[config.mk]
export PLATFORM = sky130hd
export DESIGN_NAME = muldiv_unit
export DESIGN_NICKNAME = d
export VERILOG_FILES = /design/src/cpu_cfg_pkg.sv /design/src/muldiv_op_pkg.sv /design/src/muldiv_operand.sv /design/src/div_core.sv /design/src/mul_core.sv /design/src/muldiv_ctrl.sv /design/src/muldiv_unit.sv
export SDC_FILE = /design/constraint.sdc
export NUM_CORES = 1
export LEC_CHECK = 0
export BUFFER_PORTS_ARGS = -buffer_cell sky130_fd_sc_hd__buf_4
export CAP_MARGIN = 20
export CELL_PAD_IN_SITES_DETAIL_PLACEMENT = 1
export CELL_PAD_IN_SITES_GLOBAL_PLACEMENT = 2
export CORE_ASPECT_RATIO = 0.8
export CORE_MARGIN = 1.5
export CORE_UTILIZATION = 35
export CTS_CLUSTER_SIZE = 40
export DETAILED_ROUTE_END_ITERATION = 16
export GPL_ROUTABILITY_DRIVEN = 0
export PLACE_DENSITY_LB_ADDON = 0.1
export SLEW_MARGIN = 10
export SYNTH_ARGS = -nofsm -noshare
export SYNTH_HDL_FRONTEND = slang
export SYNTH_SLANG_ARGS = --single-unit
export TNS_END_PERCENT = 30
[constraint.sdc]
create_clock -name clk -period 9.4 [get_ports clk]
set_input_delay 0.47 -clock clk [delete_from_list [all_inputs] [get_ports clk]]
set_output_delay 0.47 -clock clk [all_outputs]
set_load 0.02 [all_outputs]
[src/cpu_cfg_pkg.sv]
package cpu_cfg_pkg;

    // ####################
    // datapath widths
    // ####################

    // register width, one word.
    localparam int XLEN = 32;

    // double word: divider rem/quot register and full product.
    localparam int DXLEN = 2 * XLEN;

    // iteration counter, top bit set after XLEN steps.
    localparam int ITER_CNT_W = 6;

endpackage

[src/muldiv_op_pkg.sv]
package muldiv_op_pkg;

    // funct3 field width.
    localparam int OP_W = 3;

    // ####################
    // M extension funct3
    // ####################

    localparam logic [OP_W-1:0] MULDIV_MUL    = 3'd0;
    localparam logic [OP_W-1:0] MULDIV_MULH   = 3'd1;
    localparam logic [OP_W-1:0] MULDIV_MULHSU = 3'd2;
    localparam logic [OP_W-1:0] MULDIV_MULHU  = 3'd3;
    localparam logic [OP_W-1:0] MULDIV_DIV    = 3'd4;
    localparam logic [OP_W-1:0] MULDIV_DIVU   = 3'd5;
    localparam logic [OP_W-1:0] MULDIV_REM    = 3'd6;
    localparam logic [OP_W-1:0] MULDIV_REMU   = 3'd7;

    // set for the divide class.
    localparam int OP_DIV_BIT = 2;

endpackage

[src/muldiv_operand.sv]
`timescale 1ns/1ps

module muldiv_operand (
    input  logic [muldiv_op_pkg::OP_W-1:0] op_i,
    input  logic [cpu_cfg_pkg::XLEN-1:0]   op1_i,
    input  logic [cpu_cfg_pkg::XLEN-1:0]   op2_i,
    output logic                           op1_neg_o,
    output logic                           op2_neg_o,
    output logic [cpu_cfg_pkg::XLEN-1:0]   op1_mag_o,
    output logic [cpu_cfg_pkg::XLEN-1:0]   op2_mag_o
);
    import cpu_cfg_pkg::*;
    import muldiv_op_pkg::*;

    logic op1_signed;
    logic op2_signed;

    // which operands are read as two's complement.
    always_comb begin
        op1_signed = 1'b0;
        op2_signed = 1'b0;
        case (op_i)
            MULDIV_MULH,
            MULDIV_DIV,
            MULDIV_REM: begin
                op1_signed = 1'b1;
                op2_signed = 1'b1;
            end
            MULDIV_MULHSU: begin
                op1_signed = 1'b1; // op2 stays unsigned.
            end
            default: begin
                // MUL low word is sign agnostic.
                op1_signed = 1'b0;
                op2_signed = 1'b0;
            end
        endcase
    end

    assign op1_neg_o = op1_signed & op1_i[XLEN-1];
    assign op2_neg_o = op2_signed & op2_i[XLEN-1];

    // magnitudes for the unsigned cores.
    assign op1_mag_o = op1_neg_o ? -op1_i : op1_i;
    assign op2_mag_o = op2_neg_o ? -op2_i : op2_i;

endmodule

[src/div_core.sv]
`timescale 1ns/1ps

module div_core (
    input  logic                         clk,
    input  logic                         rst_n,
    input  logic                         start_i,
    input  logic                         cancel_i,
    input  logic                         op1_neg_i,
    input  logic                         op2_neg_i,
    input  logic [cpu_cfg_pkg::XLEN-1:0] dividend_i,
    input  logic [cpu_cfg_pkg::XLEN-1:0] divisor_i,
    output logic                         stop_o,
    output logic [cpu_cfg_pkg::XLEN-1:0] quot_o,
    output logic [cpu_cfg_pkg::XLEN-1:0] rem_o
);
    import cpu_cfg_pkg::*;

    logic                  run;
    logic [ITER_CNT_W-1:0] cnt;
    logic                  div_zero;
    logic                  div_zero_r;
    logic                  op1_neg_r;
    logic                  op2_neg_r;
    logic [XLEN-1:0]       divisor_r;
    logic [DXLEN-1:0]      rem_quot;   // remainder high, quotient low.
    logic [XLEN:0]         sub_op1;
    logic [XLEN:0]         sub_res;
    logic [XLEN-1:0]       sub_nxt;
    logic [XLEN-1:0]       quot_mag;
    logic [XLEN-1:0]       rem_mag;

    assign div_zero = ~|divisor_i;

    // ####################
    // iteration control
    // ####################

    always_ff @(posedge clk or negedge rst_n) begin
        if (!rst_n) begin
            run <= 1'b0;
        end else if (stop_o || cancel_i) begin
            run <= 1'b0;
        end else if (start_i) begin
            run <= 1'b1;
        end
    end

    always_ff @(posedge clk or negedge rst_n) begin
        if (!rst_n) begin
            cnt <= '0;
        end else if (cancel_i) begin
            cnt <= '0;
        end else if (start_i) begin
            // zero divisor skips straight to the last count.
            cnt <= div_zero ? {1'b1, {(ITER_CNT_W-1){1'b0}}} : '0;
        end else if (run && !stop_o) begin
            cnt <= cnt + 1'b1;
        end else begin
            cnt <= '0;
        end
    end

    assign stop_o = run & cnt[ITER_CNT_W-1];

    // ####################
    // restoring datapath
    // ####################

    assign sub_op1 = rem_quot[DXLEN-1:XLEN-1];
    assign sub_res = sub_op1 - {1'b0, divisor_r};
    assign sub_nxt = sub_res[XLEN] ? sub_op1[XLEN-1:0] : sub_res[XLEN-1:0]; // restore on borrow.

    always_ff @(posedge clk) begin
        if (start_i) begin
            divisor_r  <= divisor_i;
            op1_neg_r  <= op1_neg_i;
            op2_neg_r  <= op2_neg_i;
            div_zero_r <= div_zero;
            rem_quot   <= div_zero ? {dividend_i, {XLEN{1'b1}}} : {{XLEN{1'b0}}, dividend_i};
        end else if (run && !stop_o && !cancel_i) begin
            rem_quot <= {sub_nxt, rem_quot[XLEN-2:0], ~sub_res[XLEN]};
        end
    end

    assign quot_mag = rem_quot[XLEN-1:0];
    assign rem_mag  = rem_quot[DXLEN-1:XLEN];

    // sign fixup.
    assign quot_o = ((op1_neg_r ^ op2_neg_r) && !div_zero_r) ? -quot_mag : quot_mag;
    assign rem_o  = op1_neg_r ? -rem_mag : rem_mag; // follows the dividend.

endmodule

[src/mul_core.sv]
`timescale 1ns/1ps

module mul_core (
    input  logic                          clk,
    input  logic                          rst_n,
    input  logic                          start_i,
    input  logic                          cancel_i,
    input  logic                          op1_neg_i,
    input  logic                          op2_neg_i,
    input  logic [cpu_cfg_pkg::XLEN-1:0]  mcand_i,
    input  logic [cpu_cfg_pkg::XLEN-1:0]  mplier_i,
    output logic                          stop_o,
    output logic [cpu_cfg_pkg::DXLEN-1:0] prod_o
);
    import cpu_cfg_pkg::*;

    logic                  run;
    logic [ITER_CNT_W-1:0] cnt;
    logic                  neg_r;
    logic [XLEN-1:0]       mcand_r;
    logic [DXLEN-1:0]      acc;     // partial product high, multiplier low.
    logic [XLEN:0]         sum;

    always_ff @(posedge clk or negedge rst_n) begin
        if (!rst_n) begin
            run <= 1'b0;
        end else if (stop_o || cancel_i) begin
            run <= 1'b0;
        end else if (start_i) begin
            run <= 1'b1;
        end
    end

    always_ff @(posedge clk or negedge rst_n) begin
        if (!rst_n) begin
            cnt <= '0;
        end else if (run && !stop_o && !cancel_i) begin
            cnt <= cnt + 1'b1;
        end else begin
            cnt <= '0; // start also lands here.
        end
    end

    assign stop_o = run & cnt[ITER_CNT_W-1];

    // ####################
    // shift-add step
    // ####################

    assign sum = {1'b0, acc[DXLEN-1:XLEN]} + {1'b0, (acc[0] ? mcand_r : {XLEN{1'b0}})};

    always_ff @(posedge clk) begin
        if (start_i) begin
            mcand_r <= mcand_i;
            neg_r   <= op1_neg_i ^ op2_neg_i;
            acc     <= {{XLEN{1'b0}}, mplier_i};
        end else if (run && !stop_o && !cancel_i) begin
            acc <= {sum, acc[XLEN-1:1]}; // carry shifts in at the top.
        end
    end

    assign prod_o = neg_r ? -acc : acc;

endmodule

[src/muldiv_ctrl.sv]
`timescale 1ns/1ps

module muldiv_ctrl (
    input  logic                          clk,
    input  logic                          rst_n,
    input  logic                          req_valid_i,
    input  logic                          flush_i,
    input  logic [muldiv_op_pkg::OP_W-1:0] op_i,
    input  logic                          div_stop_i,
    input  logic                          mul_stop_i,
    input  logic [cpu_cfg_pkg::XLEN-1:0]  quot_i,
    input  logic [cpu_cfg_pkg::XLEN-1:0]  rem_i,
    input  logic [cpu_cfg_pkg::DXLEN-1:0] prod_i,
    output logic                          div_start_o,
    output logic                          mul_start_o,
    output logic                          busy_o,
    output logic                          done_o,
    output logic [cpu_cfg_pkg::XLEN-1:0]  result_o
);
    import cpu_cfg_pkg::*;
    import muldiv_op_pkg::*;

    logic            accept;
    logic            finish;
    logic            core_stop;
    logic [OP_W-1:0] op_r;
    logic [XLEN-1:0] res_sel;

    assign accept      = req_valid_i & ~busy_o & ~flush_i; // flush wins over a new request.
    assign div_start_o = accept & op_i[OP_DIV_BIT];
    assign mul_start_o = accept & ~op_i[OP_DIV_BIT];

    assign core_stop = op_r[OP_DIV_BIT] ? div_stop_i : mul_stop_i;
    assign finish    = busy_o & core_stop & ~flush_i;

    always_ff @(posedge clk) begin
        if (accept) begin
            op_r <= op_i;
        end
    end

    // result word by funct3.
    always_comb begin
        case (op_r)
            MULDIV_MUL:    res_sel = prod_i[XLEN-1:0];
            MULDIV_MULH,
            MULDIV_MULHSU,
            MULDIV_MULHU:  res_sel = prod_i[DXLEN-1:XLEN];
            MULDIV_DIV,
            MULDIV_DIVU:   res_sel = quot_i;
            default:       res_sel = rem_i;
        endcase
    end

    always_ff @(posedge clk or negedge rst_n) begin
        if (!rst_n) begin
            busy_o   <= 1'b0;
            done_o   <= 1'b0;
            result_o <= '0;
        end else begin
            done_o <= finish;
            if (flush_i || finish) begin
                busy_o <= 1'b0;
            end else if (accept) begin
                busy_o <= 1'b1;
            end
            if (finish) begin
                result_o <= res_sel;
            end
        end
    end

endmodule

[src/muldiv_unit.sv]
`timescale 1ns/1ps

module muldiv_unit (
    input  logic                           clk,
    input  logic                           rst_n,
    input  logic                           req_valid_i,
    input  logic                           flush_i,
    input  logic [muldiv_op_pkg::OP_W-1:0] req_op_i,
    input  logic [cpu_cfg_pkg::XLEN-1:0]   req_op1_i,
    input  logic [cpu_cfg_pkg::XLEN-1:0]   req_op2_i,
    output logic                           busy_o,
    output logic                           done_o,
    output logic [cpu_cfg_pkg::XLEN-1:0]   result_o
);
    import cpu_cfg_pkg::*;

    logic             op1_neg;
    logic             op2_neg;
    logic [XLEN-1:0]  op1_mag;
    logic [XLEN-1:0]  op2_mag;
    logic             div_start;
    logic             mul_start;
    logic             div_stop;
    logic             mul_stop;
    logic [XLEN-1:0]  quot;
    logic [XLEN-1:0]  rem;
    logic [DXLEN-1:0] prod;

    muldiv_operand muldiv_operand_i (
        .op_i      (req_op_i),
        .op1_i     (req_op1_i),
        .op2_i     (req_op2_i),
        .op1_neg_o (op1_neg),
        .op2_neg_o (op2_neg),
        .op1_mag_o (op1_mag),
        .op2_mag_o (op2_mag)
    );

    div_core div_core_i (
        .clk        (clk),
        .rst_n      (rst_n),
        .start_i    (div_start),
        .cancel_i   (flush_i),
        .op1_neg_i  (op1_neg),
        .op2_neg_i  (op2_neg),
        .dividend_i (op1_mag),
        .divisor_i  (op2_mag),
        .stop_o     (div_stop),
        .quot_o     (quot),
        .rem_o      (rem)
    );

    mul_core mul_core_i (
        .clk       (clk),
        .rst_n     (rst_n),
        .start_i   (mul_start),
        .cancel_i  (flush_i),
        .op1_neg_i (op1_neg),
        .op2_neg_i (op2_neg),
        .mcand_i   (op1_mag),
        .mplier_i  (op2_mag),
        .stop_o    (mul_stop),
        .prod_o    (prod)
    );

    muldiv_ctrl muldiv_ctrl_i (
        .clk         (clk),
        .rst_n       (rst_n),
        .req_valid_i (req_valid_i),
        .flush_i     (flush_i),
        .op_i        (req_op_i),
        .div_stop_i  (div_stop),
        .mul_stop_i  (mul_stop),
        .quot_i      (quot),
        .rem_i       (rem),
        .prod_i      (prod),
        .div_start_o (div_start),
        .mul_start_o (mul_start),
        .busy_o      (busy_o),
        .done_o      (done_o),
        .result_o    (result_o)
    );

endmodule

==> flow_summary_export.csv, run 1 <==
group,metric,value,unit
cts,cts_tree,"built",
pwr,p_clk_share,38.6,%
finish,final_util,40.84,%
finish,final_cells,2803,
pwr,power,3.469,mW
setup_path,cp_max_fo,31,
finish,n_antenna_cell,0,
cts,clockRootBuffer,"clkbuf_16",
route,wl_per_cell,23.58,microns
route,viasPerCell,5.639,
placement,io_buffers,104,
grt,grtUsageTotal,25.33,%
sta,worst_slew_pin_slew,1.065,ns
sta,rsz0062_at_grt,"no",
setup_path,worst_ep_required_time,9.73,ns
die,start_util,35.60,%
route,vias,15810,
sta,fmax,222.1,MHz
yosys,syn-cell-area,17750,sq um
die,rows,73,
placement,place_inst,2746,
sta,maxSlewHeadroom,28.97,%
status,run_status,"complete, no violations",
yosys,yosys_most_used_dff,"edfxtp_1",
route,totalWireLength,66.10,mm
pwr,p_seq_share,38.9,%
die,die_y,204.5,microns
yosys,ys_ff_latch,247,
route,dr.pass1.iters,7,
setup_path,cpPeakStageDelay,0.63,ns
finish,nNetsFinal,2249,
setup_path,crit_buf_inv,2,
sta,drv_slew,0,
yosys,syn_inst,2038,
pwr,switching_share,31.76,%
pwr,combPwrFrac,22.5,%
yosys,synth_commonest_cells,"nand2_1, a21oi_1, edfxtp_1",
pwr,ir_drop,0.1392,mV
yosys,syn_area_per_cell,8.712,sq um
cts,post_cts.repair.setup_buffers,0,
die,die-area,52100,sq um
setup_path,cp.arrival,4.84,ns
sta,finClkSkew,0.02963,ns
finish,syn2layout_area_growth,14.71,%
sta,min_period,4.503,ns
cts,cts.sinks,247,
yosys,synth.area.top_cells,"edfxtp_1, dfrtp_1, xnor2_1",
yosys,synth_edf_count,167,
grt,overflow,0,
pwr,powerDensity,170.3,nW/um^2
cts,clk_latency,0.60,ns
yosys,ys_seq_area_share,38.62,%
setup_path,cp_cell_sequence,"inv_1 > ha_1 > fa_1 > nand2b_1 > a21o_1 > nand3b_1 > a21o_1 > a21oi_1 > o31ai_1 > xor2_4 > buf_4 > mux2i_1 > o21ai_1",
setup_path,path_class,"flip-flop to flip-flop",
sta,period_share,47.91,%
setup_path,cp_top_family,"compound AO/OA/AOI/OAI gates",
yosys,synth_area_leader_cell,"edfxtp_1",
worst_hold_path,worst_hold_path_type,"input pin to flip-flop",
finish,drive_above_1_share,10.15,%
die,ioPinCount,105,
finish,fillers,5849,
cts,cts_buffers,30,
route,route.detailed.drc,0,
cts,htree_levels,1,
setup_path,cp_slowest_cell,"edfxtp_1",
yosys,async_reset_ff_share,19.43,%
cts,cts.reportedPaths.clkPinSlew,0.06,ns
run,drv_cap,0,
die,coreArea,49870,sq um
cts,cts_buffer_depth,3,
die,die_x,254.8,microns
yosys,syn_nets,2183,
sta,setup_viol,0,
setup_path,end_kind,"flip-flop",
placement,hpwl,50.65,mm
pwr,p_leak,8.213,nW
grt,antenna_found_initial,1,
route,drtAntennaViolNets,0,
yosys,synth_top_area_share,28.25,%
grt,grt_max_degree,67,
grt,grt_pass1_vias,15810,
setup_path,cp-start-kind,"flip-flop",
pwr,switchingPower,1.102,mW
finish,finish.instance_area,20370,sq um
yosys,yosys_warnings,0,
placement,placed_area,19210,sq um
sta,finalHoldViolCount,0,
yosys,synth_cell_types,79,
grt,grt_pass1_wl,99.82,mm
setup_path,crit_top_cell,"a21o_1",
yosys,synth.most_common_cell,"nand2_1",
sta,setup_tns,0,ns
cts,cts_resized,0,
pwr,internal_power,2.367,mW
route,first_iter_violations,1165,
## cell usage in the layout (no fill, tap or decap), types with 43 or more instances in the layout
master,Yosys,routed
edfxtp_1,167,167
nor3_1,45,45
nor2_1,136,136
xor2_1,110,109
inv_1,81,80
o21ai_0,141,139
dfrtp_1,48,48
ha_1,72,72
and2_1,43,43
o31ai_1,51,51
buf_4,4,124
nand2_1,293,292
xnor2_1,126,126
a21oi_1,179,179
## through the flow
step | setup WS, ns | hold slack, ns
2_1_floorplan | 3.693 | 0.1744
3_3_place_gp | 4.805 | 0.4502
3_5_place_dp | 4.615 | 0.4625
4_1_cts | 4.887 | 0.03964
5_1_grt | 4.536 | 0.05647
6_report | 4.897 | 0.07081
## cells by family (layout without fill, tap and decap cells)
group	count (synthesis)	after routing	synth area share (%)
AOI/OAI and AO/OA	564	564	19.46
xor gates and xnor gates	236	236	11.64
adders and majority gates	74	74	5.299
buffers and inverters	173	263	3.827
DFF	247	247	38.62
muxes	28	28	1.593
and+or+nand+nor	716	716	19.56
## registers in the layout, indices dropped and copies added, names as in the netlist
register / count
mul_core_i.mcand_r: 32
div_core_i.op2_neg_r: 1
div_core_i.div_zero_r: 1
muldiv_ctrl_i.busy_o: 1
mul_core_i.run: 1
div_core_i.divisor_r: 32
muldiv_ctrl_i.result_o: 32
div_core_i.cnt: 6
div_core_i.rem_quot: 64
mul_core_i.cnt: 6
div_core_i.op1_neg_r: 1
div_core_i.run: 1
mul_core_i.neg_r: 1
muldiv_ctrl_i.op_r: 3
mul_core_i.acc: 64
muldiv_ctrl_i.done_o: 1
## worst register-to-register path, stage by stage, from the launching register on
cell and delay, ns:
edfxtp_1 0.63, inv_1 0.11, ha_1 0.26, fa_1 0.39, nand2b_1 0.20, a21o_1 0.21, nand3b_1 0.13, a21o_1 0.24
a21oi_1 0.24, o31ai_1 0.59, xor2_4 0.34, buf_4 0.47, mux2i_1 0.37, o21ai_1 0.09
## final timing paths
kind,startpoint,cells past startpoint,endpoint,slack (ns)
hold reg to reg,div_core_i.cnt[0]$_DFF_PN0_,1,div_core_i.cnt[0]$_DFF_PN0_,0.46
setup / recovery,div_core_i.rem_quot[31]$_DFFE_PP_,13,div_core_i.rem_quot[48]$_DFFE_PP_,4.90
hold / removal,req_op_i[1],1,muldiv_ctrl_i.op_r[1]$_DFFE_PP_,0.07
setup reg to reg,div_core_i.rem_quot[31]$_DFFE_PP_,13,div_core_i.rem_quot[48]$_DFFE_PP_,4.90
min in group asynchronous,rst_n,2,muldiv_ctrl_i.result_o[5]$_DFFE_PN0P_,0.46
max in group asynchronous,rst_n,2,muldiv_ctrl_i.result_o[24]$_DFFE_PN0P_,8.39
## layer usage
metal	vias to the layer above	wire [microns]	global-route usage [%]
li1	7511	-	-
met1	7936	32730	37.46
met2	293	29420	39.48
met3	66	2626	3.107
met4	0	1328	5.051
met5	-	0	0
## power by group through the flow
stage,logic (mW),clock network (mW),registers [mW]
after floorplan,0.524,0,1.34
after global placement,0.762,0,1.37
after detailed placement,0.777,0,1.37
after CTS,0.783,1.37,1.35
after global routing,0.864,1.40,1.36
final,0.779,1.34,1.35
## final cells by class
cell class | instances | area, sq um | share of cell area [%]
multi-input cells | 1618 | 10270 | 50.45
inverters | 82 | 309.0 | 1.517
repair buffers | 125 | 940.9 | 4.620
well taps | 675 | 844.6 | 4.147
clock inverters | 8 | 126.4 | 0.6205
clock buffers | 48 | 1015 | 4.982
flip-flops and latches | 247 | 6857 | 33.67
## timing repair
item,in CTS,in global routing
hold endpoints to repair,48,0
endpoints found under the setup margin,0,0
hold buffers,1,0
Note: power is estimated with default switching activity, not from simulation.
==> run 2, diff against run 1 <==
Settings changed: ABC_AREA set to 1, CORE_UTILIZATION 35 to 32.
Clock period 9.4 ns to 4.1 ns, I/O delays scaled along.
==> run 2 against run 1 <==
  * Synthesized cell count up 62%
  * Cell count up 53%
  * Power rose to 2.8 times the previous value
  * Critical endpoint is now div_core_i.rem_quot[63]$_DFFE_PP_
==> flow_summary_export.csv, run 2 <==
group,metric,value,unit
die,ioPinCount,105,
die,die_x,290.6,microns
status,run_status,"complete, no violations",
cts,cts_buffer_depth,3,
route,wl_met2,41.97,mm
route,dr.pass1.iters,7,
die,coreArea,65580,sq um
sta,drv_slew,0,
setup_path,cp.arrival,3.81,ns
yosys,synth_cell_types,47,
yosys,yosys_warnings,0,
route,route.detailed.drc,0,
setup_path,r2r_slack,0.64,ns
yosys,synth_top_family_by_area,"simple AND/OR/NAND/NOR gates",
sta,fmax,289.2,MHz
grt,overflow,0,
yosys,yosys_most_used_dff,"edfxtp_1",
worst_hold_path,min_path_cells,3,
route,wl_per_cell,23.76,microns
sta,maxSlewHeadroom,27.24,%
die,rows,84,
setup_path,end_kind,"flip-flop",
setup_path,r2r-start,"div_core_i.rem_quot[31]$_DFFE_PP_",
sta,min_period,3.458,ns
placement,io_buffers,104,
finish,nNetsFinal,3550,
sta,finalHoldViolCount,0,
setup_path,r2r_end,"div_core_i.rem_quot[63]$_DFFE_PP_",
route,highest_layer,"met4",
yosys,synth_commonest_cells,"nand2_1, inv_1, nor2_1",
finish,final_common_cell,"nand2_1",
setup_path,reg2reg_depth,15,
yosys,ys_seq_area_share,32.37,%
placement,placed_area,22990,sq um
finish,n_antenna_cell,0,
finish,final_util,36.92,%
die,die_y,233.1,microns
yosys,synth-compound-area-share,11.48,%
worst_hold_path,hp-start,"req_op2_i[27]",
worst_hold_path,min_to,"div_core_i.divisor_r[27]$_DFFE_PP_",
cts,cts_tree,"built",
sta,setup_tns,0,ns
sta,hold_ws,0.01706,ns
cts,cts.reportedPaths.clkPinSlew,0.07,ns
grt,grt_pass1_wl,148.3,mm
sta,rsz0062_at_grt,"no",
yosys,muxShareOfSynthArea,0,%
route,first_iter_violations,1943,
route,met1Wirelength,47.70,mm
run,drv_cap,0,
sta,fin_ws,0.6419,ns
finish,layout_common_cells,"nand2_1, inv_1, nor2_1, nand3_1, o21ai_0",
yosys,synth_top_area_share,23.68,%
route,vias,23070,
route,drtAntennaViolNets,0,
yosys,syn_nets,3446,
cts,cts_buffers,31,
pwr,ir_drop,0.3580,mV
yosys,syn_inst,3301,
sta,worst_slew_pin_slew,1.088,ns
cts,clk_latency,0.62,ns
grt,grt_pass1_vias,23030,
yosys,async_reset_ff_share,19.43,%
yosys,synth.most_common_cell,"nand2_1",
cts,cts.sinks,247,
setup_path,cp_max_fo,15,
route,totalWireLength,101.9,mm
sta,finClkSkew,0.02963,ns
sta,period_share,84.34,%
setup_path,worst_ep_required_time,4.46,ns
finish,finish.instance_area,24210,sq um
yosys,synth.area.top_cells,"edfxtp_1, nand2_1, inv_1",
route,wl_met3,8.438,mm
yosys,syn-cell-area,21180,sq um
yosys,synth_edf_count,167,
cts,htree_levels,1,
cts,post_cts.repair.setup_buffers,0,
grt,antenna_found_initial,7,
setup_path,path_class,"flip-flop to flip-flop",
grt,grt_max_degree,90,
die,start_util,32.29,%
setup_path,cp-start-kind,"flip-flop",
finish,syn2layout_area_growth,14.33,%
cts,hold_buffers,11,
yosys,syn_area_per_cell,6.416,sq um
route,viasPerCell,5.379,
sta,setup_viol,0,
grt,grtUsageTotal,29.49,%
worst_hold_path,worst_hold_path_type,"input pin to flip-flop",
finish,drive_above_1_share,7.582,%
placement,post-place-ws,0.6528,ns
die,die-area,67750,sq um
pwr,p_leak,11.54,nW
yosys,yosys.area_share.xor_xnor,3.102,%
finish,reg_top3,"div_core_i.rem_quot x64, mul_core_i.acc x64",
cts,cts_resized,0,
pwr,powerDensity,397.3,nW/um^2
yosys,ys_ff_latch,247,
cts,clockRootBuffer,"clkbuf_16",
yosys,synth_fa_ha_area_share,4.443,%
yosys,yosys.area_share.simple,37.66,%
placement,hpwl,83.11,mm
finish,fillers,8527,
yosys,synth_area_leader_cell,"edfxtp_1",
## run 2: changes by cell type after synthesis, moves of 25 or more
| cell | delta |
|---|---|
| nand4_1 | +74 |
| a21oi_1 | -39 |
| o31ai_1 | -46 |
| and2_1 | -39 |
| xor2_1 | -60 |
| inv_1 | +411 |
| nor2_1 | +232 |
| or3_1 | -25 |
| nand3_1 | +283 |
| mux2i_1 | -26 |
| nand2_1 | +675 |
| xnor2_1 | -101 |
| o21ai_0 | +81 |
## run 2: cell type report
class | instances | area (sq um) | area share (%)
clock buffer | 39 | 899.6 | 3.715
clock inverter | 18 | 216.5 | 0.8939
inverter | 499 | 1873 | 7.735
multi-input combinational | 2466 | 12040 | 49.72
sequential | 247 | 6857 | 28.32
tap | 860 | 1076 | 4.444
timing repair buffer | 160 | 1254 | 5.177
## run 2: through the flow
stage | std cells | power (mW)
after floorplan | 3301 | 5.171
after global placement | 4221 | 6.452
after detailed placement | 4221 | 6.510
after CTS | 4289 | 9.621
after global routing | 4289 | 10.09
final | 4289 | 9.620
## run 2: worst max-delay path by stage
stage / from / end / cells after the start
after detailed placement: div_core_i.rem_quot[31]$_DFFE_PP_ / div_core_i.rem_quot[63]$_DFFE_PP_ / 15
final: div_core_i.rem_quot[31]$_DFFE_PP_ / div_core_i.rem_quot[63]$_DFFE_PP_ / 15
after global routing: div_core_i.rem_quot[31]$_DFFE_PP_ / div_core_i.rem_quot[39]$_DFFE_PP_ / 15
after CTS: div_core_i.rem_quot[31]$_DFFE_PP_ / div_core_i.rem_quot[63]$_DFFE_PP_ / 15
after global placement: div_core_i.rem_quot[31]$_DFFE_PP_ / div_core_i.rem_quot[63]$_DFFE_PP_ / 15
after floorplan: muldiv_ctrl_i.busy_o$_DFFE_PN0P_ / div_core_i.rem_quot[0]$_DFFE_PP_ / 6
## run 2: worst max-delay path, stage by stage (launching register included)
cell      delay (ns)
edfxtp_1        0.36
inv_1           0.15
ha_1            0.28
fa_1            0.41
nand3b_1        0.18
nand2_1         0.16
a21oi_1         0.14
o21ai_0         0.53
nand2_1         0.15
nand2_1         0.10
nand2_1         0.05
nand2_1         0.11
buf_4           0.26
nand3_1         0.16
nand3_1         0.10
nand2_1         0.06
## run 2: power by group
part | total, mW | internal (mW) | switching (mW) | leakage (nW)
Sequential | 3.42 | 3.00 | 0.423 | 2.39
Combinational | 3.12 | 1.02 | 2.10 | 8.62
Clock | 3.08 | 1.81 | 1.27 | 0.530
## run 2: cell families (layout without fill, tap and decap cells)
logic type                 count (synthesis)  in the layout
and+or+nand+nor                         1868           1868
AOI/OAI and AO/OA                        449            449
buffers and inverters                    588            716
DFF                                      247            247
xor gates and xnor gates                  75             75
adders and majority gates                 74             74
## run 2: routing by layer
| layer | vias to the layer above | global-route usage (%) |
|---|---|---|
| met2 | 753 | 43.81 |
| met5 | - | 0 |
| met3 | 138 | 6.832 |
| met1 | 11230 | 41.63 |
| li1 | 10950 | - |
| met4 | 0 | 10.32 |
